[config.mk]
export PLATFORM = sky130hd
export DESIGN_NAME = resp_delay_line
export DESIGN_NICKNAME = d
export VERILOG_FILES = /design/src/verilog/resp_delay_line.sv
export SDC_FILE = /design/constraint.sdc
export NUM_CORES = 1
export LEC_CHECK = 0
export ABC_AREA = 1
export BUFFER_PORTS_ARGS = -buffer_cell sky130_fd_sc_hd__buf_2
export CAP_MARGIN = 30
export CORE_UTILIZATION = 45
export DETAILED_ROUTE_END_ITERATION = 8
export PLACE_DENSITY = 0.77
export SKIP_CTS_REPAIR_TIMING = 1
export SLEW_MARGIN = 20
export SYNTH_ARGS = -nofsm -noshare
export SYNTH_HDL_FRONTEND = slang
export SYNTH_SLANG_ARGS = --single-unit
[constraint.sdc]
create_clock -name clk -period 1.2 [get_ports clk]
set_input_delay 0.24 -clock clk [delete_from_list [all_inputs] [get_ports clk]]
set_output_delay 0.24 -clock clk [all_outputs]
set_load 0.005 [all_outputs]
[src/verilog/resp_delay_line.sv]
// Fixed-latency pipe, LATENCY >= 1; a stalled output freezes all stages, bubbles are not squeezed
`timescale 1ns/1ps

module resp_delay_line #(
  parameter int WIDTH   = 6,
  parameter int LATENCY = 4
) (
  input  logic             clk,
  input  logic             rst,
  input  logic [WIDTH-1:0] in_data_i,
  input  logic             in_valid_i,
  output logic             in_ready_o,
  output logic [WIDTH-1:0] out_data_o,
  output logic             out_valid_o,
  input  logic             out_ready_i
);

  logic [WIDTH-1:0]   stage_data [LATENCY];
  logic [LATENCY-1:0] stage_valid;
  logic               stall;

  assign out_valid_o = stage_valid[LATENCY-1];
  assign out_data_o  = stage_data[LATENCY-1];
  // Held item at the output blocks the whole pipe
  assign stall       = out_valid_o & ~out_ready_i;
  assign in_ready_o  = ~stall;

  // ------------------------------
  // Stage shift
  // ------------------------------
  always_ff @(posedge clk) begin
    if (rst) begin
      stage_valid <= '0;
    end else if (!stall) begin
      for (int i = LATENCY - 1; i > 0; i--)
        stage_valid[i] <= stage_valid[i-1];
      stage_valid[0] <= in_valid_i;
    end
  end

  always_ff @(posedge clk) begin
    if (!stall) begin
      for (int i = LATENCY - 1; i > 0; i--)
        stage_data[i] <= stage_data[i-1];
      stage_data[0] <= in_data_i;
    end
  end

  a_hold_on_stall: assert property (@(posedge clk) disable iff (rst)
    stall |=> out_valid_o && $stable(out_data_o))
    else $error("delay line output changed while stalled");

endmodule

==> impl_metrics.yaml <==
outcome:
  status: "complete, no violations"
clock_tree:
  cts_root_buffer: "clkbuf_4"
  cts_sinks: 28
  clockBufferDepth: 2
  numCtsBuffers: 3
  h-tree-depth: 1
  clk-insertion-delay-late_ns: 0.30
  cts_tree: "built"
  clk_pin_slew_ns: 0.13
floorplan:
  core_area_sq_mm: 0.00178
  rows: 15
  die-width_um: 46.5
  ios: 18
  start_util: 0.500
  die_y_um: 46.5
  dieArea_sq_mm: 0.00216
cells_and_area:
  multiInputGateArea_sq_um: 70.1
  regArea_sq_um: 805
  antenna-diode-count: 0
  num-fill-cells: 132
  nNetsFinal: 84
  final_util: 0.604
  area_delta_synth_final_pct: 20.9
  drive_above_1_share: 0.370
setup_path:
  startpoint_type: "flop"
  crit_family: "flip-flops"
  end_kind: "primary output"
  worstPathCellList: "nand2_1 > buf_2"
  worstSetupPathType: "flop to primary output"
  max_stage_delay_ns: 0.38
  cp_slowest_cell: "dfxtp_4"
  path_buf_inv: 1
  critPathRequiredTime_ns: 0.96
  cp_max_fo: 4
  crit_arrival_ns: 0.88
yosys:
  synthArstFlopShare: 0
  synthFlopType: "edfxtp_1"
  seq_area_frac_synth: 0.899
  yosysTopAreaCell: "edfxtp_1"
  ys_types: 9
  yosys-top-cells-area: "edfxtp_1, dfxtp_1, nor2_1"
  synthesis.nets: 60
  synth_top_area_frac: 0.809
  ys_seq_elements: 28
  synth_area_sq_um: 891
  synth_most_common_cell: "edfxtp_1"
  syn_inst: 50
  synth-edff-count: 24
  synthTopCellsByCount: "edfxtp_1, nor2_1, inv_1, nand2_1, dfxtp_1"
  ys.warnings.count: 0
  syn_area_per_cell_sq_um: 17.8
timing:
  timing.fmax_mhz: 893
  worst_pin_slew_ns: 0.174
  rsz0062_at_grt: "false"
  fin_crit_ns: 1.12
  maxSlewHeadroom: 0.884
  hold_violations: 0
  skew_ns: 0.00316
  drv_slew: 0
  post-route-period-util: 0.933
  setup_viol: 0
routing:
  ant_nets: 0
  routed_via_density: 4.53
  firstDrtPassIters: 4
  num_vias: 444
  route.detailed.drc: 0
  dr.first_iter.drc_count: 10
  wl_um: 1090
  avgRoutedWirePerCell_um: 11.1
power:
  power_leakage_uw: 0.000434
  ir_drop_mv: 1.21
  p_per_area_mw_per_mm2: 1520
  total_power_uw: 1630
min_path:
  hp-class: "input port to flop"
place:
  place.gp.congestion: 0.561
  io_buffers: 17
run:
  drv_cap: 0
grt:
  grt_max_degree: 26
  track_usage: 0.121
  antenna_found_initial: 0
  grt_overflow_total: 0
  grt_pass1_wl_um: 1660
  grt_pass1_vias: 392
## per-layer routing
metal	share of wire	global-route usage	wire (um)
met5	0	0	0
met2	0.55	0.183	601
met3	0.057	0.0353	62
met1	0.38	0.146	411
met4	0.0092	0.0882	10
## placed cells by master (no fill, tap or decap), drive strengths merged
| cell type | count |
|---|---|
| dfxtp | 4 |
| a21oi | 1 |
| nor2 | 7 |
| edfxtp | 24 |
| nand2 | 5 |
| buf | 19 |
| inv | 6 |
| clkbuf | 4 |
| nand3 | 3 |
## cells by family (layout without fill, tap and decap cells)
family | after synthesis | count (layout) | synth area share
flip-flops | 28 | 28 | 0.899
AND/OR/NAND/NOR | 15 | 15 | 0.0702
buffers and inverters | 6 | 29 | 0.0253
AO/OA/AOI/OAI | 1 | 1 | 0.00561
## report_power, final
part	leakage [uW]	internal (uW)	switching, uW
combinational	0.000126	34.7	34.6
sequential	0.000287	1130	18.3
clock	0.0000210	185	232
## final timing paths
check                                   endpoint  slack (ns)  depth (start not counted)        startpoint
worst min-delay path              stage_valid[3]        0.08                          2               rst
worst max register to register  stage_data[0][5]        0.13                          3    stage_valid[3]
worst max-delay path                  in_ready_o        0.08                          2    stage_valid[3]
worst min register to register  stage_data[1][3]        0.43                          0  stage_data[0][3]
## final cells by class
class,count,area share
tap,25,0.0290
clock buffer,4,0.0337
sequential,28,0.747
timing repair buffer,19,0.105
multi-input combinational,16,0.0650
inverter,6,0.0209
## sequential cells by signal (all words and copies together) (netlist names)
name	flops
stage_data	24
stage_valid	4
## stage by stage
stage	hold slack (ns)	setup TNS (ns)	std cells	area, sq um	setup slack [ns]
floorplan	0.309	0	50	893	0.122
global placement	0.400	0	93	1030	0.231
detailed placement	0.405	0	93	1030	0.182
CTS	0.0653	-0.142	97	1070	-0.109
global route	0.0620	0	98	1080	0.0256
finish	0.0807	0	98	1080	0.0806
No activity file was read; power rests on OpenSTA's default activity.
