<file path="src/verilog/mem_config.svh">
// Sizes and latencies of the memory model; data width a multiple of 8, both latencies at least 1
`ifndef MEM_CONFIG_SVH
`define MEM_CONFIG_SVH

// ------------------------------
// Bus widths
// ------------------------------
`define MEM_DATA_W 32
`define MEM_ADDR_W 12
`define MEM_ID_W   4
`define MEM_LEN_W  8

// Derived sizes, byte offset dropped from the address
`define MEM_STRB_W (`MEM_DATA_W / 8)
`define MEM_IDX_W  (`MEM_ADDR_W - $clog2(`MEM_STRB_W))
`define MEM_WORDS  (1 << `MEM_IDX_W)

// ------------------------------
// Buffering and latency
// ------------------------------
`define MEM_CMD_DEPTH 4
`define MEM_WR_LAT    4
`define MEM_RD_LAT    4

`endif

</file>
<file path="src/verilog/axi_pkg.sv">
// AXI4 channel payloads; burst type and size are implied (INCR, full width), resp is always OKAY
`include "mem_config.svh"

package axi_pkg;

  // ------------------------------
  // Response codes
  // ------------------------------
  localparam logic [1:0] RESP_OKAY = 2'b00;

  // ------------------------------
  // Channel payloads
  // ------------------------------
  // Burst command, same layout for AW and AR
  typedef struct packed {
    logic [`MEM_ID_W-1:0]   id;
    logic [`MEM_ADDR_W-1:0] addr;
    logic [`MEM_LEN_W-1:0]  len;
  } cmd_t;

  typedef struct packed {
    logic [`MEM_DATA_W-1:0] data;
    logic [`MEM_STRB_W-1:0] strb;
    logic                   last;
  } w_beat_t;

  typedef struct packed {
    logic [`MEM_ID_W-1:0] id;
    logic [1:0]           resp;
  } b_resp_t;

  typedef struct packed {
    logic [`MEM_ID_W-1:0]   id;
    logic [`MEM_DATA_W-1:0] data;
    logic [1:0]             resp;
    logic                   last;
  } r_beat_t;

endpackage

</file>
<file path="src/verilog/mem_pkg.sv">
// Word array side types; indices count full-width words and wrap at the memory size
`include "mem_config.svh"

package mem_pkg;

  // ------------------------------
  // Array access
  // ------------------------------
  typedef logic [`MEM_IDX_W-1:0] word_idx_t;

  // One write per cycle, bytes merged under strb
  typedef struct packed {
    logic                   en;
    word_idx_t              idx;
    logic [`MEM_DATA_W-1:0] data;
    logic [`MEM_STRB_W-1:0] strb;
  } ram_wr_t;

  // Read data comes back in the same cycle
  typedef struct packed {
    word_idx_t idx;
  } ram_rd_t;

endpackage

</file>
<file path="src/verilog/wr_burst_engine.sv">
// Write burst engine; one INCR burst at a time, len+1 full-width beats, word index wraps at top
`timescale 1ns/1ps
`include "mem_config.svh"

module wr_burst_engine (
  input  logic             clk,
  input  logic             rst,
  input  axi_pkg::cmd_t    cmd_i,
  input  logic             cmd_valid_i,
  output logic             cmd_ready_o,
  input  axi_pkg::w_beat_t w_i,
  input  logic             w_valid_i,
  output logic             w_ready_o,
  output mem_pkg::ram_wr_t ram_wr_o,
  output axi_pkg::b_resp_t b_o,
  output logic             b_valid_o,
  input  logic             b_ready_i
);

  logic                  busy;
  axi_pkg::cmd_t         cur_cmd;
  mem_pkg::word_idx_t    word_idx;
  logic [`MEM_LEN_W-1:0] beat_cnt;
  logic                  cmd_fire;
  logic                  w_fire;
  logic                  last_beat;

  // ------------------------------
  // Handshakes
  // ------------------------------
  assign cmd_ready_o = ~busy;
  assign cmd_fire    = cmd_valid_i & cmd_ready_o;
  // W only moves while the B line could take a response
  assign w_ready_o   = busy & b_ready_i;
  assign w_fire      = w_valid_i & w_ready_o;
  assign last_beat   = (beat_cnt == cur_cmd.len);

  always_ff @(posedge clk) begin
    if (rst)
      busy <= 1'b0;
    else if (cmd_fire)
      busy <= 1'b1;
    else if (w_fire && last_beat)
      busy <= 1'b0;
  end

  // Burst position
  always_ff @(posedge clk) begin
    if (cmd_fire) begin
      cur_cmd  <= cmd_i;
      word_idx <= cmd_i.addr[`MEM_ADDR_W-1 -: `MEM_IDX_W];
      beat_cnt <= '0;
    end else if (w_fire) begin
      word_idx <= word_idx + 1'b1;
      beat_cnt <= beat_cnt + 1'b1;
    end
  end

  // ------------------------------
  // Array write and response
  // ------------------------------
  assign ram_wr_o.en   = w_fire;
  assign ram_wr_o.idx  = word_idx;
  assign ram_wr_o.data = w_i.data;
  assign ram_wr_o.strb = w_i.strb;

  // B goes out together with the final beat
  assign b_valid_o = w_fire & last_beat;
  assign b_o.id    = cur_cmd.id;
  assign b_o.resp  = axi_pkg::RESP_OKAY;

  a_wlast_match: assert property (@(posedge clk) disable iff (rst)
    w_fire |-> (w_i.last == last_beat))
    else $error("wlast does not match the AW burst length");

endmodule

</file>
<file path="config.mk">
export PLATFORM = sky130hd
export DESIGN_NAME = wr_burst_engine
export DESIGN_NICKNAME = d
export VERILOG_FILES = /design/src/verilog/axi_pkg.sv /design/src/verilog/mem_pkg.sv /design/src/verilog/wr_burst_engine.sv
export VERILOG_INCLUDE_DIRS = /design/src /design/src/verilog
export SDC_FILE = /design/constraint.sdc
export NUM_CORES = 1
export LEC_CHECK = 0
export ABC_AREA = 1
export ABC_CLOCK_PERIOD_IN_PS = 2600
export BUFFER_PORTS_ARGS = -buffer_cell sky130_fd_sc_hd__buf_4
export CORE_ASPECT_RATIO = 2
export CORE_MARGIN = 2
export CORE_UTILIZATION = 45
export DETAILED_ROUTE_END_ITERATION = 8
export PLACE_DENSITY = 0.84
export SLEW_MARGIN = 20
export SYNTH_ARGS = -nofsm -noshare
export SYNTH_HDL_FRONTEND = slang
export SYNTH_SLANG_ARGS = --single-unit
</file>
<file path="constraint.sdc">
create_clock -name clk -period 2.6 [get_ports clk]
set_input_delay 0.13 -clock clk [delete_from_list [all_inputs] [get_ports clk]]
set_output_delay 0.13 -clock clk [all_outputs]
set_load 0.05 [all_outputs]
</file>
==> summary.txt <==
Placed design
  • GPL Wtd Cong: between 0.8 and 0.9
  • Number of port buffers: 44
  • Count of placed standard cells including taps: roughly 270
  • Final HPWL DP: 2.53 mm
  • Place WS: 0.946 ns
  • DP Area: roughly 1900 sq um

STA
  • Skew final: 0.00554 ns
  • Hold_ws: around 0.015 ns
  • Setup tns final: 0 ns
  • Fmax: 600 MHz
  • Fin crit share: 0.641
  • Final hold violations: 0
  • Max transition margin: 0.414
  • Slew Limit Fails: 0
  • Post-route minimum period: 1.67 ns
  • Final setup violation count: 0
  • Setup ws final: 0.934 ns
  • RSZ-0062 raised after global routing: no
  • Actual slew at the worst max-slew pin: 0.877 ns

Power and ir drop
  • Peak supply drop: 452 uV
  • Total Power: 1.37 mW
  • PwrDens: 643 nW/um^2
  • Leak: 0.986 nW

Synthesis
  • Synth area leaders: edfxtp_1 (35%), buf_4 (17%), nand2_1 (10%)
  • Sequential share of the synthesized area: 0.447
  • Synth top area share: 0.351
  • Netlist Area Pre-Place: between 1500 and 2000 sq um
  • Synth Instances: 213
  • Syn avg cell area: 8.83 sq um
  • Synth Register Bits: 31
  • Cell accounting for the most synthesized area: edfxtp_1
  • Netlist cell types: 29
  • Yosys warns: 0

Route
  • Vias per cell: 4.75
  • Total routed wirelength: 3.38 mm
  • TritonRoute pass-1 iters: 4
  • Number of DRC markers in iteration 0: 26
  • Residual DRC count: 0
  • Via count: between 1,000 and 1,500
  • ANT nets after route: 0
  • Routed WL per cell: 12.1 microns

Die
  • Num ports: 122
  • DIE HEIGHT: 95.4 microns
  • Core Region: approximately 4000 sq um
  • Die Span X: 49.7 microns
  • Floorplan row count: 33
  • Die area: 4740 sq um
  • Initial Utilization: 0.465

Clocking
  • Clk_lat worst skew: 0.29 ns
  • Post-CTS sizing: 0
  • H-tree lvl count: 2
  • Clk buf depth: 2
  • Worst-path clk slew: 0.06 ns
  • CTS tree: built
  • Clk sinks: 31
  • TritonCTS Buffers: 5
  • Root buffer cell: clkbuf_8

Finish
  • Share of cells above drive strength 1: 0.294
  • Non-filler cells, final: 280
  • Reg area: 841 sq um
  • Fillers: 400
  • Multi-input gate area: just over 600 sq um
  • Antenna diode count: 0
  • Area Overhead vs Synth: 12.9%
  • Final instance area: approximately 2100 sq um
  • Core Util, Final: 0.525
  • Nets: 295

Critical path
  • CP arrival: between 1.5 and 2 ns
  • CP Max Fanout: 5
  • CP required: 2.47 ns
  • CP Class: reg -> out
  • Setup crit start kind: flip-flop
  • Critical path capture point type: primary output

Global route
  • GRT Resource Usage Total: 0.155
  • First-pass GRT wire length: 5.38 mm
  • Vias in the first global route: ~1,200
  • Initial antenna violation count: 0
  • Pin count of the biggest net entering global routing: 27
  • GRT overflow: 0

Worst hold path
  • Hold Path Class: in -> reg

Status
  • Outcome: finished clean

Job
  • Maxcap violations: 0
logic make-up after synthesis:
group,after synthesis,share of synthesized area
AOI/OAI and AO/OA,18,0.0526
adders and majority gates,2,0.0133
other,1,0.00199
xor gates and xnor gates,7,0.0326
buffers and inverters,68,0.228
DFF,31,0.447
and+or+nand+nor,86,0.225
layout by cell type, fill, tap and decap left out, types with 3 or more instances in the layout:
cell type	count
clkbuf_8	6
edfxtp_1	22
dlygate4sd3_1	6
nor2_1	14
o21ai_1	4
a21oi_1	7
nand2_1	51
o21ai_0	3
xor2_1	5
nand3_1	6
inv_1	22
nand4_1	3
buf_4	45
dfxtp_1	9
Yosys cell counts (all sizes together):
master / number
a21oi: 7
a31o: 1
a31oi: 2
buf: 44
clkbuf: 1
conb: 1
dfxtp: 9
edfxtp: 22
ha: 2
inv: 23
nand2: 55
nand3: 8
nand4: 3
nor2: 18
nor3: 2
o21ai: 7
o31ai: 1
xnor2: 2
xor2: 5
flip-flops by register name, indices dropped and copies added, names as in the netlist:
signal and cells:
cur_cmd 8, busy 1, beat_cnt 8, b_o 4, word_idx 10
worst max-delay path: stages, from the launching register on:
cell and delay [ns]:
dfxtp_1 0.36, nand2_2 0.10, nor2_8 0.16, inv_2 0.08, nor2_1 0.11, nand4_1 0.11
nor3_2 0.11, buf_4 0.21
layer usage:
| metal | track usage | vias up | routed length, microns |
|---|---|---|---|
| met1 | 0.147 | 596 | 1190 |
| met3 | 0.0313 | 32 | 190 |
| met5 | 0 | - | 0 |
| met2 | 0.256 | 39 | 1770 |
| li1 | - | 662 | - |
| met4 | 0.176 | 0 | 229 |
path summary, 6_finish.rpt:
path         cells after the start  slack (ns)      from          end
min                              1        0.02  cmd_i[7]   cur_cmd[7]
max reg2reg                      4        0.99      busy  word_idx[3]
max                              7        0.93      busy    b_valid_o
min reg2reg                      2        0.49      busy         busy
area by class of cell:
cell class / instances / share of cell area
Tap cell: 52 / 0.0306
Sequential cell: 31 / 0.396
Clock inverter: 2 / 0.0165
Clock buffer: 6 / 0.0389
Timing Repair Buffer: 51 / 0.187
Multi-Input combinational cell: 115 / 0.290
Inverter: 23 / 0.0407
power breakdown:
part,switching [mW],leakage [nW],internal (mW)
Clock,0.184,0.0612,0.310
Sequential,0.0308,0.285,0.574
Combinational,0.173,0.640,0.0947
Total,0.387,0.986,0.979
repair_timing:
action                                 in CTS  in global routing
setup buffers                               0                  0
hold buffers                                1                  5
endpoints found under the hold margin       1                  5
(Power assumes the default switching activity.)
