--- config.mk ---
export PLATFORM = sky130hd
export DESIGN_NAME = cmd_fifo
export DESIGN_NICKNAME = d
export VERILOG_FILES = /design/src/verilog/cmd_fifo.sv
export SDC_FILE = /design/constraint.sdc
export NUM_CORES = 1
export LEC_CHECK = 0
export BUFFER_PORTS_ARGS = -buffer_cell sky130_fd_sc_hd__buf_2
export CAP_MARGIN = 20
export CORE_MARGIN = 4
export CORE_UTILIZATION = 50
export CTS_CLUSTER_DIAMETER = 80
export DETAILED_ROUTE_END_ITERATION = 8
export GPL_TIMING_DRIVEN = 1
export PLACE_DENSITY_LB_ADDON = 0.3
export SYNTH_ARGS = -nofsm -noshare
export SYNTH_HDL_FRONTEND = slang
export SYNTH_SLANG_ARGS = --single-unit
--- constraint.sdc ---
create_clock -name clk -period 7.1 [get_ports clk]
set_clock_uncertainty 0.2 [all_clocks]
set_input_delay 0.71 -clock clk [delete_from_list [all_inputs] [get_ports clk]]
set_output_delay 0.71 -clock clk [all_outputs]
set_load 0.05 [all_outputs]
--- src/verilog/cmd_fifo.sv ---
// Command FIFO, DEPTH >= 1; no bypass path, so a pushed entry shows at the output a cycle later
`timescale 1ns/1ps

module cmd_fifo #(
  parameter int WIDTH = 24,
  parameter int DEPTH = 4
) (
  input  logic             clk,
  input  logic             rst,
  input  logic [WIDTH-1:0] in_data_i,
  input  logic             in_valid_i,
  output logic             in_ready_o,
  output logic [WIDTH-1:0] out_data_o,
  output logic             out_valid_o,
  input  logic             out_ready_i
);

  localparam int PTR_W = (DEPTH > 1) ? $clog2(DEPTH) : 1;
  localparam int CNT_W = $clog2(DEPTH + 1);

  logic [WIDTH-1:0] buf_q [DEPTH];
  logic [PTR_W-1:0] wr_ptr;
  logic [PTR_W-1:0] rd_ptr;
  logic [CNT_W-1:0] count;
  logic             push;
  logic             pop;

  // Circular wrap, DEPTH need not be a power of two
  function automatic logic [PTR_W-1:0] ptr_next(input logic [PTR_W-1:0] p);
    return (p == PTR_W'(DEPTH - 1)) ? '0 : p + 1'b1;
  endfunction

  assign in_ready_o  = (count != CNT_W'(DEPTH));
  assign out_valid_o = (count != '0);
  assign out_data_o  = buf_q[rd_ptr];
  assign push        = in_valid_i & in_ready_o;
  assign pop         = out_valid_o & out_ready_i;

  always_ff @(posedge clk) begin
    if (rst) begin
      wr_ptr <= '0;
      rd_ptr <= '0;
      count  <= '0;
    end else begin
      if (push)
        wr_ptr <= ptr_next(wr_ptr);
      if (pop)
        rd_ptr <= ptr_next(rd_ptr);
      case ({push, pop})
        2'b10:   count <= count + 1'b1;
        2'b01:   count <= count - 1'b1;
        default: count <= count;
      endcase
    end
  end

  always_ff @(posedge clk) begin
    if (push)
      buf_q[wr_ptr] <= in_data_i;
  end

  a_count_bound: assert property (@(posedge clk) disable iff (rst) count <= CNT_W'(DEPTH))
    else $error("cmd_fifo count above DEPTH");

endmodule

==> results of run 1 <==
==> per-stage QoR <==
step	instances	worst slack, ns	total power [mW]	hold WS (ns)	cell area (um^2)
floorplan	178	4.60	1.21	0.263	3960
global placement	325	4.39	1.31	0.278	4300
detailed placement	326	4.42	1.31	0.292	4330
CTS	342	4.02	1.69	0.305	4540
global route	342	3.91	1.74	0.342	4540
finish	342	4.11	1.67	0.304	4540
==> tightest hold or removal path, cell delays in order (launching register included) <==
cell and delay (ns):
dfxtp_1 0.33, nand2_1 0.06, a21oi_1 0.07
==> Yosys cell counts, drive strengths merged <==
library cell,n,share of area
a211o,1,0.0022
mux4,24,0.14
edfxtp,96,0.73
o21ai,2,0.0035
o31ai,1,0.0019
nand2b,2,0.0032
xor2,2,0.0044
nand2,2,0.0025
a21oi,3,0.0038
or3b,1,0.0022
fa,1,0.0051
dfxtp,9,0.046
and3,4,0.0076
buf,8,0.012
mux2i,2,0.0051
or3,4,0.0070
nor2,4,0.0038
inv,6,0.0057
ha,6,0.019
==> cell type report <==
type	instances	area [um^2]	share of cell area
clock buffer	10	128	0.0281
clock inverter	6	80.1	0.0177
inverter	6	22.5	0.00496
multi-input combinational	59	822	0.181
sequential	105	3060	0.675
tap	102	128	0.0281
timing repair buffer	54	293	0.0645
==> state kept, by name, indices dropped and copies added (netlist names), named ones only <==
register  flops
buf_q        96
count         3
rd_ptr        2
wr_ptr        2
==> power breakdown <==
part           internal, mW  switching (mW)  total (mW)
clock                 0.197           0.180       0.377
sequential            0.746          0.0515       0.797
combinational         0.164           0.330       0.494
total                  1.11           0.562        1.67
==> worst paths after layout <==
path	start	endpoint	slack, ns	cells past startpoint
worst min register to register	rd_ptr[0]$_SDFFE_PP0P_	register	0.30	2
worst max register to register	count[2]$_SDFFE_PP0P_	count[2]$_SDFFE_PP0P_	4.51	8
worst max-delay path	register	out_data_o[13]	4.11	2
worst min-delay path	rd_ptr[0]$_SDFFE_PP0P_	register	0.30	2
==> logic make-up after synthesis <==
logic type      share of synthesized area
flops                               0.774
mux                                 0.142
simple gates                       0.0262
buf+inv                            0.0180
compound gates                     0.0114
fa+ha+maj                          0.0240
xor+xnor                          0.00443
==> per-layer routing <==
| layer | up-vias | wire length (um) |
|---|---|---|
| li1 | 833 | - |
| met1 | 896 | 2500 |
| met2 | 42 | 3030 |
| met3 | 12 | 282 |
| met4 | 0 | 97 |
| met5 | - | 0 |
==> results.md, run 1 <==
* Post-Syn Nets at 213
* Clk sinks at 105
* PostCTS Resize Cnt at 0
* Clk_lat worst skew at 0.35 ns
* Largest net degree at the start of global routing at 25
* DRT antenna net count at 0
* RSZ-0062 raised after global routing: false
* Met1 GRT Util at 0.176
* CTS tree: built
* Vias per cell at 5.21
* Gr busiest metal: met2
* Crit path cell chain: mux4_2 -> buf_2
* Slew @ Worst Pin at 0.840 ns
* H-tree levels at 3
* Period utilisation layout at 0.421
* Crit start category: register
* Gr usage total at 0.137
* Number of CTS-inserted buffers at 9
* Initial core utilization at 0.512
* FILL cells at 559
* N_diodes at 0
* Final Hold Viols at 0
* WP data required at 6.19 ns
* Postcts setup bufs at 0
* Commonest non-fill, non-tap cell in the layout: edfxtp_1
* Cell Area, Synth at 3960 um^2
* Clock buffer depth at 2
* Distinct cells, synth at 25
* Die width at 97.0 um
* Setup TNS at 0 ns
* Pre-antenna DRT Iters at 4
* Post-Synthesis Cells at 178
* CP top delay family: flip-flops
* # IOs at 54
* Die Area at 9400 um^2
* Post-route minimum period at 2.99 ns
* Number of global-route vias before repair at 1,825
* CP Class: register to primary output
* MaxCap Viol Count at 0
* Layout cell share with drive strength beyond 1 at 0.413
* Routed WL per cell at 17.3 um
* Vias at 1,783
* Max VDD drop at 294 uV
* Dpl hpwl at 3800 um
* First-pass GRT wire length at 9770 um
* Hold Buf Count CTS at 0
* Worst Hold Class: register to register
* Core Util, Final at 0.587
* DRC viols at 0
* Worst-path clk slew at 0.09 ns
* Seq cells post-synth at 105
* Crit-path max FO at 24
* Most frequent cells in the layout: 96 x edfxtp_1, 53 x buf_2, 24 x mux4_2
* Pwr/cell area at 368 nW/um^2
* Buf+Inv Stages, Crit Path at 1
* Max incr delay on CP at 0.89 ns
* Crit end category: primary output
* Status: finished, final reports clean
* CP Data Arrival Time at 2.08 ns
* Endpoints failing setup at 0
* Register area share after synthesis at 0.774
* Slowest CP cell: dfxtp_2
* Syn Area/Cell at 22.2 um^2
* Relative slew margins at 0.440
* Met2 usage at 0.219
* Gpl congestion at 0.677
* Nets at 270
* Synth Warn # at 0
* Die height at 97.0 um
* Grt ovf at 0
* Core Region at 7730 um^2
* GRT met3 Usage at 0.0375
* P_leak at 1.56 nW
* Max-slew violation count at 0
* Final WL at 5910 um
* CTS root buffer: clkbuf_8
* Initial DRC Count at 105
* Site row count at 32
* Buffers added on ports at 53
* Initial antenna violation count at 0
* Max Clock Freq at 334 MHz
* Area Growth Syn to Fin at 14.7%
Power figures use the tool's default switching activity.
==> run 2: changes to the inputs <==
- clock period: 7.1 -> 2.9 ns (I/O delays scaled with it)
==> results.md, run 2 (synthesized netlist as in run 1, its figures left out) <==
* Final WL at 6650 um
* Gr usage total at 0.154
* Clk_lat worst skew at 0.35 ns
* Site row count at 32
* Largest reg by FF count: buf_q
* Number of global-route vias before repair at 2,132
* Int Pwr at 2.84 mW
* Minimum setup slack after placement at 0.316 ns
* Largest register FFs at 96
* Slew @ Worst Pin at 0.655 ns
* Top Metal Used: met4
* Max VDD drop at 771 uV
* Layout cell share with drive strength beyond 1 at 0.396
* Sw Share at 0.336
* Buffers added on ports at 53
* Max Clock Freq at 384 MHz
* Dpl hpwl at 3990 um
* Hold Slack at 0.0746 ns
* DRC viols at 0
* Hold Crit Start: in_valid_i
* CTS tree: built
* CP Launch Point: count[2]$_SDFFE_PP0P_
* Die height at 97.0 um
* Vias at 1,893
* Reg2reg start: count[2]$_SDFFE_PP0P_
* Vias per cell at 5.12
* Clk sinks at 105
* Die width at 97.0 um
* Crit end category: register
* CP Class: register to register
* Post-route minimum period at 2.60 ns
* H-tree levels at 3
* Relative slew margins at 0.563
* M1 WL at 2820 um
* Postcts setup bufs at 0
* Initial core utilization at 0.512
* Nets at 298
* Final WS setup at 0.298 ns
* Top flop regs: buf_q: 96 flops, count: 3 flops
* CP Data Arrival Time at 2.69 ns
* Endpoints failing setup at 0
* Clock buffer depth at 2
* Initial DRC Count at 80
* MaxCap Viol Count at 0
* R2R cell count at 8
* WP data required at 2.99 ns
* Final Hold Viols at 0
* Net Switching at 1.44 mW
* Status: finished, final reports clean
* Pre-antenna DRT Iters at 4
* RSZ-0062 raised after global routing: false
* Comb pwr share at 0.311
* Core Util, Final at 0.625
* Routed WL per cell at 18.0 um
* # IOs at 54
* First-pass GRT wire length at 11,100 um
* Setup TNS at 0 ns
* Hold Buf Count CTS at 25
* Slowest CP cell: or3b_1
* Max-slew violation count at 0
* Crit path cell chain: or3b_1 -> nand2_2 -> ha_1 -> inv_1 -> fa_1 -> xor2_1 -> or3_2 -> a21oi_1
* Period utilisation layout at 0.897
* Number of CTS-inserted buffers at 9
* Largest net degree at the start of global routing at 25
* Core Region at 7730 um^2
* Crit start category: register
* PostCTS Resize Cnt at 0
* Area Growth Syn to Fin at 22.1%
* CTS root buffer: clkbuf_8
* Grt ovf at 0
* N_diodes at 0
* Clock power frac at 0.250
* Routed wl met2 at 3510 um
* DRT antenna net count at 0
* Worst-path clk slew at 0.10 ns
* Max incr delay on CP at 0.46 ns
* WHS Path Cells at 3
* Crit-path max FO at 7
* P_leak at 1.69 nW
* Die Area at 9400 um^2
* Sequential share of power at 0.439
* Commonest non-fill, non-tap cell in the layout: edfxtp_1
* Most frequent cells in the layout: 96 x edfxtp_1, 53 x buf_2, 25 x dlygate4sd3_1
* WL met3 at 228 um
* Initial antenna violation count at 0
* Worst Hold Class: primary input to register
* Gpl congestion at 0.697
* Pwr/cell area at 887 nW/um^2
-- run 2: changes by cell type in the layout (fill, tap and decap cells not counted), sizes merged --
cell | previous run | this run
bufinv | 2 | 3
clkinv | 3 | 1
clkbuf | 10 | 9
inv | 7 | 9
buf | 54 | 57
dlygate4sd3 | 0 | 25
-- run 2: worst paths after layout --
kind	slack [ns]	end
worst max register to register	0.30	count[2]$_SDFFE_PP0P_
worst min register to register	0.32	count[2]$_SDFFE_PP0P_
worst min-delay path	0.07	wr_ptr[0]$_SDFFE_PP0P_
worst max-delay path	0.30	count[2]$_SDFFE_PP0P_
-- run 2: critical path: cells and delay by family (launching register included) --
kind	cells	cell delay (ns)
flops	1	0.39
simple gates	3	1.02
xor+xnor	1	0.16
buf+inv	1	0.07
compound gates	1	0.14
fa+ha+maj	2	0.58
-- run 2: power groups by stage --
stage	clock (mW)	sequential [mW]	combinational [mW]
finish	1.07	1.88	1.33
global route	1.15	1.90	1.42
CTS	1.09	1.88	1.36
detailed placement	0	1.92	1.33
global placement	0	1.91	1.31
floorplan	0	1.89	1.06
-- run 2: area by class of cell --
type / instances / area [um^2]
Fill cell: 555 / 2900
Multi-Input combinational cell: 59 / 822
Clock buffer: 9 / 124
Clock inverter: 7 / 124
Tap cell: 102 / 128
Inverter: 6 / 22.5
Sequential cell: 105 / 3060
Timing Repair Buffer: 82 / 546
-- run 2: through the flow --
stage	instances	power (mW)	cell area, um^2
2_1_floorplan	178	2.96	3960
3_3_place_gp	329	3.22	4330
3_5_place_dp	329	3.24	4330
4_1_cts	370	4.33	4830
5_1_grt	370	4.47	4830
6_report	370	4.28	4830
-- run 2: per-layer routing --
layer  track usage  vias up
li1              -      890
met1         0.198      957
met2         0.259       36
met3        0.0353       10
met4        0.0518        0
met5             0        -
