===== src/verilog/mem_config.svh =====
// Sizes and latencies of the memory model; data width a multiple of 8, both latencies at least 1
`ifndef MEM_CONFIG_SVH
`define MEM_CONFIG_SVH

// ------------------------------
// Bus widths
// ------------------------------
`define MEM_DATA_W 32
`define MEM_ADDR_W 12
`define MEM_ID_W   4
`define MEM_LEN_W  8

// Derived sizes, byte offset dropped from the address
`define MEM_STRB_W (`MEM_DATA_W / 8)
`define MEM_IDX_W  (`MEM_ADDR_W - $clog2(`MEM_STRB_W))
`define MEM_WORDS  (1 << `MEM_IDX_W)

// ------------------------------
// Buffering and latency
// ------------------------------
`define MEM_CMD_DEPTH 4
`define MEM_WR_LAT    4
`define MEM_RD_LAT    4

`endif


===== src/verilog/axi_pkg.sv =====
// AXI4 channel payloads; burst type and size are implied (INCR, full width), resp is always OKAY
`include "mem_config.svh"

package axi_pkg;

  // ------------------------------
  // Response codes
  // ------------------------------
  localparam logic [1:0] RESP_OKAY = 2'b00;

  // ------------------------------
  // Channel payloads
  // ------------------------------
  // Burst command, same layout for AW and AR
  typedef struct packed {
    logic [`MEM_ID_W-1:0]   id;
    logic [`MEM_ADDR_W-1:0] addr;
    logic [`MEM_LEN_W-1:0]  len;
  } cmd_t;

  typedef struct packed {
    logic [`MEM_DATA_W-1:0] data;
    logic [`MEM_STRB_W-1:0] strb;
    logic                   last;
  } w_beat_t;

  typedef struct packed {
    logic [`MEM_ID_W-1:0] id;
    logic [1:0]           resp;
  } b_resp_t;

  typedef struct packed {
    logic [`MEM_ID_W-1:0]   id;
    logic [`MEM_DATA_W-1:0] data;
    logic [1:0]             resp;
    logic                   last;
  } r_beat_t;

endpackage


===== src/verilog/mem_pkg.sv =====
// Word array side types; indices count full-width words and wrap at the memory size
`include "mem_config.svh"

package mem_pkg;

  // ------------------------------
  // Array access
  // ------------------------------
  typedef logic [`MEM_IDX_W-1:0] word_idx_t;

  // One write per cycle, bytes merged under strb
  typedef struct packed {
    logic                   en;
    word_idx_t              idx;
    logic [`MEM_DATA_W-1:0] data;
    logic [`MEM_STRB_W-1:0] strb;
  } ram_wr_t;

  // Read data comes back in the same cycle
  typedef struct packed {
    word_idx_t idx;
  } ram_rd_t;

endpackage


===== src/verilog/rd_burst_engine.sv =====
// Read burst engine; one INCR burst at a time, a new command only after the last beat is taken
`timescale 1ns/1ps
`include "mem_config.svh"

module rd_burst_engine (
  input  logic                   clk,
  input  logic                   rst,
  input  axi_pkg::cmd_t          cmd_i,
  input  logic                   cmd_valid_i,
  output logic                   cmd_ready_o,
  output mem_pkg::ram_rd_t       ram_rd_o,
  input  logic [`MEM_DATA_W-1:0] ram_rdata_i,
  output axi_pkg::r_beat_t       r_o,
  output logic                   r_valid_o,
  input  logic                   r_ready_i
);

  logic                  busy;
  axi_pkg::cmd_t         cur_cmd;
  mem_pkg::word_idx_t    word_idx;
  logic [`MEM_LEN_W-1:0] beat_cnt;
  logic                  cmd_fire;
  logic                  r_fire;
  logic                  last_beat;

  assign cmd_ready_o = ~busy;
  assign cmd_fire    = cmd_valid_i & cmd_ready_o;
  assign r_valid_o   = busy;
  assign r_fire      = r_valid_o & r_ready_i;
  assign last_beat   = (beat_cnt == cur_cmd.len);

  always_ff @(posedge clk) begin
    if (rst)
      busy <= 1'b0;
    else if (cmd_fire)
      busy <= 1'b1;
    else if (r_fire && last_beat)
      busy <= 1'b0;
  end

  always_ff @(posedge clk) begin
    if (cmd_fire) begin
      cur_cmd  <= cmd_i;
      word_idx <= cmd_i.addr[`MEM_ADDR_W-1 -: `MEM_IDX_W];
      beat_cnt <= '0;
    end else if (r_fire) begin
      word_idx <= word_idx + 1'b1;
      beat_cnt <= beat_cnt + 1'b1;
    end
  end

  // ------------------------------
  // Beat assembly
  // ------------------------------
  // Array read is combinational, data lines up with the current index
  assign ram_rd_o.idx = word_idx;
  assign r_o.id       = cur_cmd.id;
  assign r_o.data     = ram_rdata_i;
  assign r_o.resp     = axi_pkg::RESP_OKAY;
  assign r_o.last     = last_beat;

endmodule


===== config.mk =====
export PLATFORM = sky130hd
export DESIGN_NAME = rd_burst_engine
export DESIGN_NICKNAME = d
export VERILOG_FILES = /design/src/verilog/axi_pkg.sv /design/src/verilog/mem_pkg.sv /design/src/verilog/rd_burst_engine.sv
export VERILOG_INCLUDE_DIRS = /design/src /design/src/verilog
export SDC_FILE = /design/constraint.sdc
export NUM_CORES = 1
export LEC_CHECK = 0
export ABC_AREA = 1
export BUFFER_PORTS_ARGS = -buffer_cell sky130_fd_sc_hd__buf_2
export CORE_MARGIN = 2
export CORE_UTILIZATION = 35
export DETAILED_ROUTE_END_ITERATION = 10
export PLACE_DENSITY = 0.76
export RECOVER_POWER = 100
export SYNTH_ARGS = -nofsm -noshare
export SYNTH_HDL_FRONTEND = slang
export SYNTH_SLANG_ARGS = --single-unit

===== constraint.sdc =====
create_clock -name clk -period 1.35 [get_ports clk]
set_input_delay 0.135 -clock clk [delete_from_list [all_inputs] [get_ports clk]]
set_output_delay 0.135 -clock clk [all_outputs]
set_load 0.02 [all_outputs]

==> impl_metrics.json, run 1 <==
{
  "status": "finished, violations left",
  "violations": "setup timing",
  "syn-instance-count": 214,
  "worst_skew_pair.late_latency_ns": 0.28,
  "finalInstanceArea_um2": 2000,
  "irDropWorstVdd_uv": 467,
  "worst_slack_ns": -0.0825,
  "ant_nets": 0,
  "timing.rr.end": "ram_rd_o[0]$_DFFE_PP_",
  "finalNonFillerCells": 305,
  "diodes": 0,
  "htreeDepth": 2,
  "root_buffer": "clkbuf_8",
  "die_width_um": 76.1,
  "cap_violations": 0,
  "ios": 111,
  "gr-total-overflow": 0,
  "min_to": "cur_cmd[4]$_DFFE_PP_",
  "rr_startpoint": "r_valid_o$_SDFFE_PP0P_",
  "dp.cells": 293,
  "vias": 1308,
  "grt_pass1_wl_mm": 5.48,
  "slew_viol_final": 0,
  "timing.fmax_ghz": 0.698,
  "finalCritPeriodShare_pct": 106,
  "p_sw_w": 0.000623,
  "synth-async-reset-ratio_pct": 0,
  "ys.flop_type": "edfxtp_1",
  "core.rowCount": 26,
  "finalSetupViolCount": 1,
  "powerDensity_nw_per_um2": 1120,
  "syn_avg_cell_area_um2": 8.51,
  "wl_mm": 3.43,
  "r2r_slack_ns": 0.01,
  "dp_hpwl_mm": 2.59,
  "grt_setup_unrepaired": "true",
  "hold_ws_ns": 0.0248,
  "syn_to_final_growth_pct": 9.76,
  "yosysWarnings": 0,
  "p_int_w": 0.00161,
  "firstDrtPassIters": 4,
  "required_ns": 1.22,
  "ys_types": 26,
  "cp.arrival_ns": 1.30,
  "synth-seq-cells": 31,
  "numClockSinks": 31,
  "clock_path_buffers": 2,
  "core-area_um2": 5070,
  "worstHoldStart": "cmd_i[4]",
  "drt_iter0_markers": 60,
  "crit_path_max_fanout": 2,
  "whs_path_depth": 1,
  "crit_path_start_kind": "flip-flop",
  "hold_class": "input pin to flip-flop",
  "drc_errors": 0,
  "finalClockSkew_ns": 0.00553,
  "dieArea_um2": 5790,
  "synth-seq-area-share_pct": 46.2,
  "combinationalPowerShare_pct": 16.5,
  "clockPowerShare_pct": 31.1,
  "drive_above_1_share_pct": 26.4,
  "wl_per_cell_um": 11.3,
  "gp_congestion": 0.777,
  "crit_type": "flip-flop to output port",
  "fp.dieH_um": 76.1,
  "cts_tree": "yes",
  "post_dp_cell_area_um2": 1880,
  "power_frac_seq_pct": 52.4,
  "min_period_ns": 1.43,
  "worst-r2r-cell-count": 4,
  "power.total_w": 0.00224,
  "holdBufCountCts": 0,
  "antenna_found_initial": 0,
  "clk_pin_slew_worst_paths_ns": 0.06,
  "synth_area_um2": 1820,
  "io_buffers": 42,
  "p_leak_nw": 0.825,
  "nNetsFinal": 296,
  "endpoint_kind": "output port",
  "synth-edff-count": 22,
  "hold_viol_final": 0,
  "grt_pass1_vias": 1201,
  "swShare_pct": 27.8,
  "routed_via_density": 4.29,
  "cts_made_buffers": 5,
  "start_util_pct": 35.9,
  "grt_max_degree": 18,
  "grt_usage_pct": 12.0
}
-- worst max path at each step --
stage / from / depth (start not counted) / to
after CTS: cur_cmd[4]$_DFFE_PP_ / 5 / r_o[0]
final: cur_cmd[4]$_DFFE_PP_ / 5 / r_o[0]
after global placement: ram_rd_o[0]$_DFFE_PP_ / 6 / ram_rd_o[8]$_DFFE_PP_
after floorplan: ram_rd_o[0]$_DFFE_PP_ / 6 / ram_rd_o[8]$_DFFE_PP_
after detailed placement: ram_rd_o[1]$_DFFE_PP_ / 6 / ram_rd_o[8]$_DFFE_PP_
after global routing: cur_cmd[1]$_DFFE_PP_ / 7 / r_o[0]
-- cells in the final DEF, fill, tap and decap left out, drive strengths merged --
| cell type | instances |
|---|---|
| nand2 | 60 |
| dfxtp | 9 |
| clkbuf | 25 |
| and2 | 1 |
| nor2 | 13 |
| nand3 | 9 |
| nand3b | 1 |
| clkinvlp | 1 |
| buf | 36 |
| nand4 | 3 |
| o21ai | 10 |
| inv | 23 |
| nor3 | 2 |
| edfxtp | 22 |
| ha | 2 |
| a21oi | 9 |
| conb | 2 |
| xnor2 | 5 |
| xor2 | 2 |
-- worst max-delay path, stage by stage (launching register included) --
cell and delay (ns):
edfxtp_1 0.38, xnor2_1 0.16, nand2_1 0.08, nor2_2 0.13
and2_4 0.15, buf_6 0.11
-- power by group through the flow --
| stage | logic, W | clock network, W | registers (W) |
|---|---|---|---|
| final | 0.000368 | 0.000696 | 0.00117 |
| after detailed placement | 0.000358 | 0 | 0.00119 |
| after global routing | 0.000415 | 0.000769 | 0.00118 |
| after CTS | 0.000359 | 0.000723 | 0.00117 |
| after floorplan | 0.000331 | 0 | 0.00122 |
| after global placement | 0.000349 | 0 | 0.00118 |
-- layout make-up --
class / count / area, um^2
Timing Repair Buffer: 53 / 272
Tap cell: 70 / 87.6
Clock buffer: 8 / 80.1
Sequential cell: 31 / 845
Inverter: 24 / 91.3
Multi-Input combinational cell: 119 / 623
Fill cell: 525 / 3080
-- metrics by stage --
stage          util (%)  setup WS, ns  TNS, ns
2_1_floorplan         -       -0.0719   -0.103
3_3_place_gp       37.1        0.0648        0
3_5_place_dp       37.1       0.00920        0
4_1_cts            38.9        -0.104   -0.104
5_1_grt            39.4        -0.165    -1.65
6_report           39.4       -0.0825  -0.0825
-- registers in the layout, summed over array words and instances, names as in the netlist --
register and flops:
r_valid_o 1, ram_rd_o 10, beat_cnt 8, r_o 4
cur_cmd 8
-- routing by layer --
metal  up-vias  routed length (um)  GRT usage (%)
met3        11                 282           4.38
li1        677                   -              -
met1       559                1490           13.9
met4         0                  61           5.64
met5         -                   0              0
met2        61                1600           19.8
-- Yosys cell counts, types with 5 or more instances --
cell	count	area share (%)
dfxtp_1	9	9.9
a21oi_1	9	2.5
o21ai_0	5	1.4
nand3_1	9	2.5
nor2_1	8	1.6
xnor2_1	5	2.4
o21ai_1	5	1.4
inv_1	22	4.5
buf_4	40	16
nand2_1	57	12
edfxtp_1	22	36
nor2_2	5	1.7
-- cell families after synthesis --
logic type,share of synthesized area [%]
flops,46.2
xor+xnor,3.37
buf+inv,21.8
fa+ha+maj,1.37
compound gates,5.22
other cells,0.206
simple gates,21.9
-- repair_timing --
action                                  CTS  global route
buffers inserted                          0             4
pin swaps                                 2             3
endpoints found under the setup margin    2             6
gates resized for setup                   5             9
No activity file was read; power rests on OpenSTA's default activity.
==> run 2: changes to the inputs <==
--- a/config.mk
+++ b/config.mk
@@ -9,9 +9,9 @@
 export ABC_AREA = 1
 export BUFFER_PORTS_ARGS = -buffer_cell sky130_fd_sc_hd__buf_2
 export CORE_MARGIN = 2
-export CORE_UTILIZATION = 35
+export CORE_UTILIZATION = 39
 export DETAILED_ROUTE_END_ITERATION = 10
-export PLACE_DENSITY = 0.76
+export PLACE_DENSITY = 0.75
 export RECOVER_POWER = 100
 export SYNTH_ARGS = -nofsm -noshare
 export SYNTH_HDL_FRONTEND = slang
==> impl_metrics.json, run 2 (synthesis gave the netlist of run 1 again) <==
{
  "status": "finished, violations left",
  "violations": "setup timing",
  "ios": 111,
  "grt_setup_unrepaired": "true",
  "grt_max_degree": 15,
  "final_cell_mix": "nand2_1, buf_2, edfxtp_1",
  "worstPathCellList": "xnor2_1 > nand2_1 > nor2_2 > and2_4 > buf_6",
  "combinationalPowerShare_pct": 16.1,
  "nNetsFinal": 296,
  "multi_input_area_um2": 634,
  "hold_class": "input pin to flip-flop",
  "io_buffers": 42,
  "clk_pin_slew_worst_paths_ns": 0.06,
  "dieArea_um2": 5230,
  "firstDrtPassIters": 5,
  "crit_path_start": "cur_cmd[7]$_DFFE_PP_",
  "worst_slack_ns": -0.0996,
  "clockPowerShare_pct": 30.9,
  "wl_mm": 3.21,
  "hold_ws_ns": 0.0289,
  "crit_path_start_kind": "flip-flop",
  "finalSetupViolCount": 2,
  "timing.fmax_ghz": 0.690,
  "core.rowCount": 24,
  "crit_slowest_cell": "edfxtp_1",
  "p_int_w": 0.00160,
  "hold_viol_final": 0,
  "gr-total-overflow": 0,
  "powerDensity_nw_per_um2": 1110,
  "fillers": 446,
  "die_width_um": 72.3,
  "antenna_found_initial": 0,
  "finalNonFillerCells": 287,
  "numClockSinks": 31,
  "ant_nets": 0,
  "finalClockSkew_ns": 0.00381,
  "cp.arrival_ns": 1.31,
  "diodes": 0,
  "htreeDepth": 2,
  "wl_per_cell_um": 11.2,
  "syn_to_final_growth_pct": 9.00,
  "grt_pass1_wl_mm": 5.07,
  "crit_type": "flip-flop to output port",
  "crit_path_max_fanout": 2,
  "final_common_cell": "nand2_1",
  "tns_ns": -0.103,
  "start_util_pct": 41.2,
  "core-area_um2": 4410,
  "drive_above_1_share_pct": 27.7,
  "p_leak_nw": 0.850,
  "rr_startpoint": "r_valid_o$_SDFFE_PP0P_",
  "dp_hpwl_mm": 2.39,
  "worstHoldStart": "cmd_i[1]",
  "post_dp_cell_area_um2": 1870,
  "cts_made_buffers": 5,
  "grt_usage_pct": 12.6,
  "clock_path_buffers": 2,
  "gp_congestion": 0.755,
  "worst_skew_pair.late_latency_ns": 0.28,
  "p_sw_w": 0.000611,
  "drc_errors": 0,
  "fp.dieH_um": 72.3,
  "routed_via_density": 4.56,
  "min_period_ns": 1.45,
  "endpoint_kind": "output port",
  "required_ns": 1.22,
  "swShare_pct": 27.7,
  "cpPeakStageDelay_ns": 0.39,
  "power_frac_seq_pct": 53.0,
  "cap_violations": 0,
  "largest_reg_flops": 10,
  "power.total_w": 0.00221,
  "irDropWorstVdd_uv": 494,
  "grt_pass1_vias": 1214,
  "vias": 1308,
  "finalCritPeriodShare_pct": 107,
  "finalInstanceArea_um2": 1980,
  "seq_area_um2": 843,
  "drt_iter0_markers": 38,
  "cts_tree": "yes",
  "root_buffer": "clkbuf_8",
  "dp.cells": 276,
  "slew_viol_final": 0
}
-- run 2: power groups by stage --
stage                     Sequential [W]  Combinational (W)  Clock [W]
after global routing             0.00118           0.000405   0.000756
after floorplan                  0.00122           0.000331          0
after global placement           0.00118           0.000355          0
after detailed placement         0.00118           0.000361          0
final                            0.00117           0.000356   0.000683
after CTS                        0.00116           0.000367   0.000715
-- run 2: per-stage QoR --
step / worst slack, ns / util (%)
finish: -0.0996 / 45.0
global route: -0.182 / 45.0
CTS: -0.123 / 45.0
detailed placement: 0.0240 / 42.3
global placement: 0.0600 / 42.3
floorplan: -0.0719 / -
-- run 2: layer usage --
| layer | up-vias | GRT usage [%] | part of all wire [%] |
|---|---|---|---|
| met5 | - | 0 | 0 |
| met4 | 0 | 6.29 | 1.4 |
| met3 | 8 | 5.14 | 8.1 |
| met2 | 46 | 20.0 | 48 |
| met1 | 577 | 14.7 | 43 |
| li1 | 677 | - | - |
-- run 2: worst max-delay path: cells and delay by family (launching register included) --
family / cells / cell delay [ns]
XOR/XNOR: 1 / 0.15
flip-flops: 1 / 0.39
buffers and inverters: 1 / 0.11
AND/OR/NAND/NOR: 3 / 0.40
-- run 2: final timing paths --
check	endpoint	slack, ns	cells after the start
worst max-delay path	r_o[0]	-0.1	5
worst min-delay path	cur_cmd[1]$_DFFE_PP_	0.03	1
worst max register to register	beat_cnt[6]$_SDFFE_PP0N_	0	7
worst min register to register	beat_cnt[2]$_SDFFE_PP0N_	0.48	2
-- run 2: area by class of cell --
type | instances | area share, %
clock buffers | 7 | 3.85
clock inverters | 1 | 0.252
inverters | 24 | 4.60
multi-input cells | 119 | 32.0
flip-flops and latches | 31 | 42.5
well taps | 52 | 3.28
repair buffers | 53 | 13.6
-- run 2: timing repair --
item / 4_1_cts / 5_1_grt
gates resized for setup: 2 / 12
endpoints found under the setup margin: 1 / 7
pin swaps: 2 / 8
buffers inserted: 4 / 2
hold buffers: 0 / 0
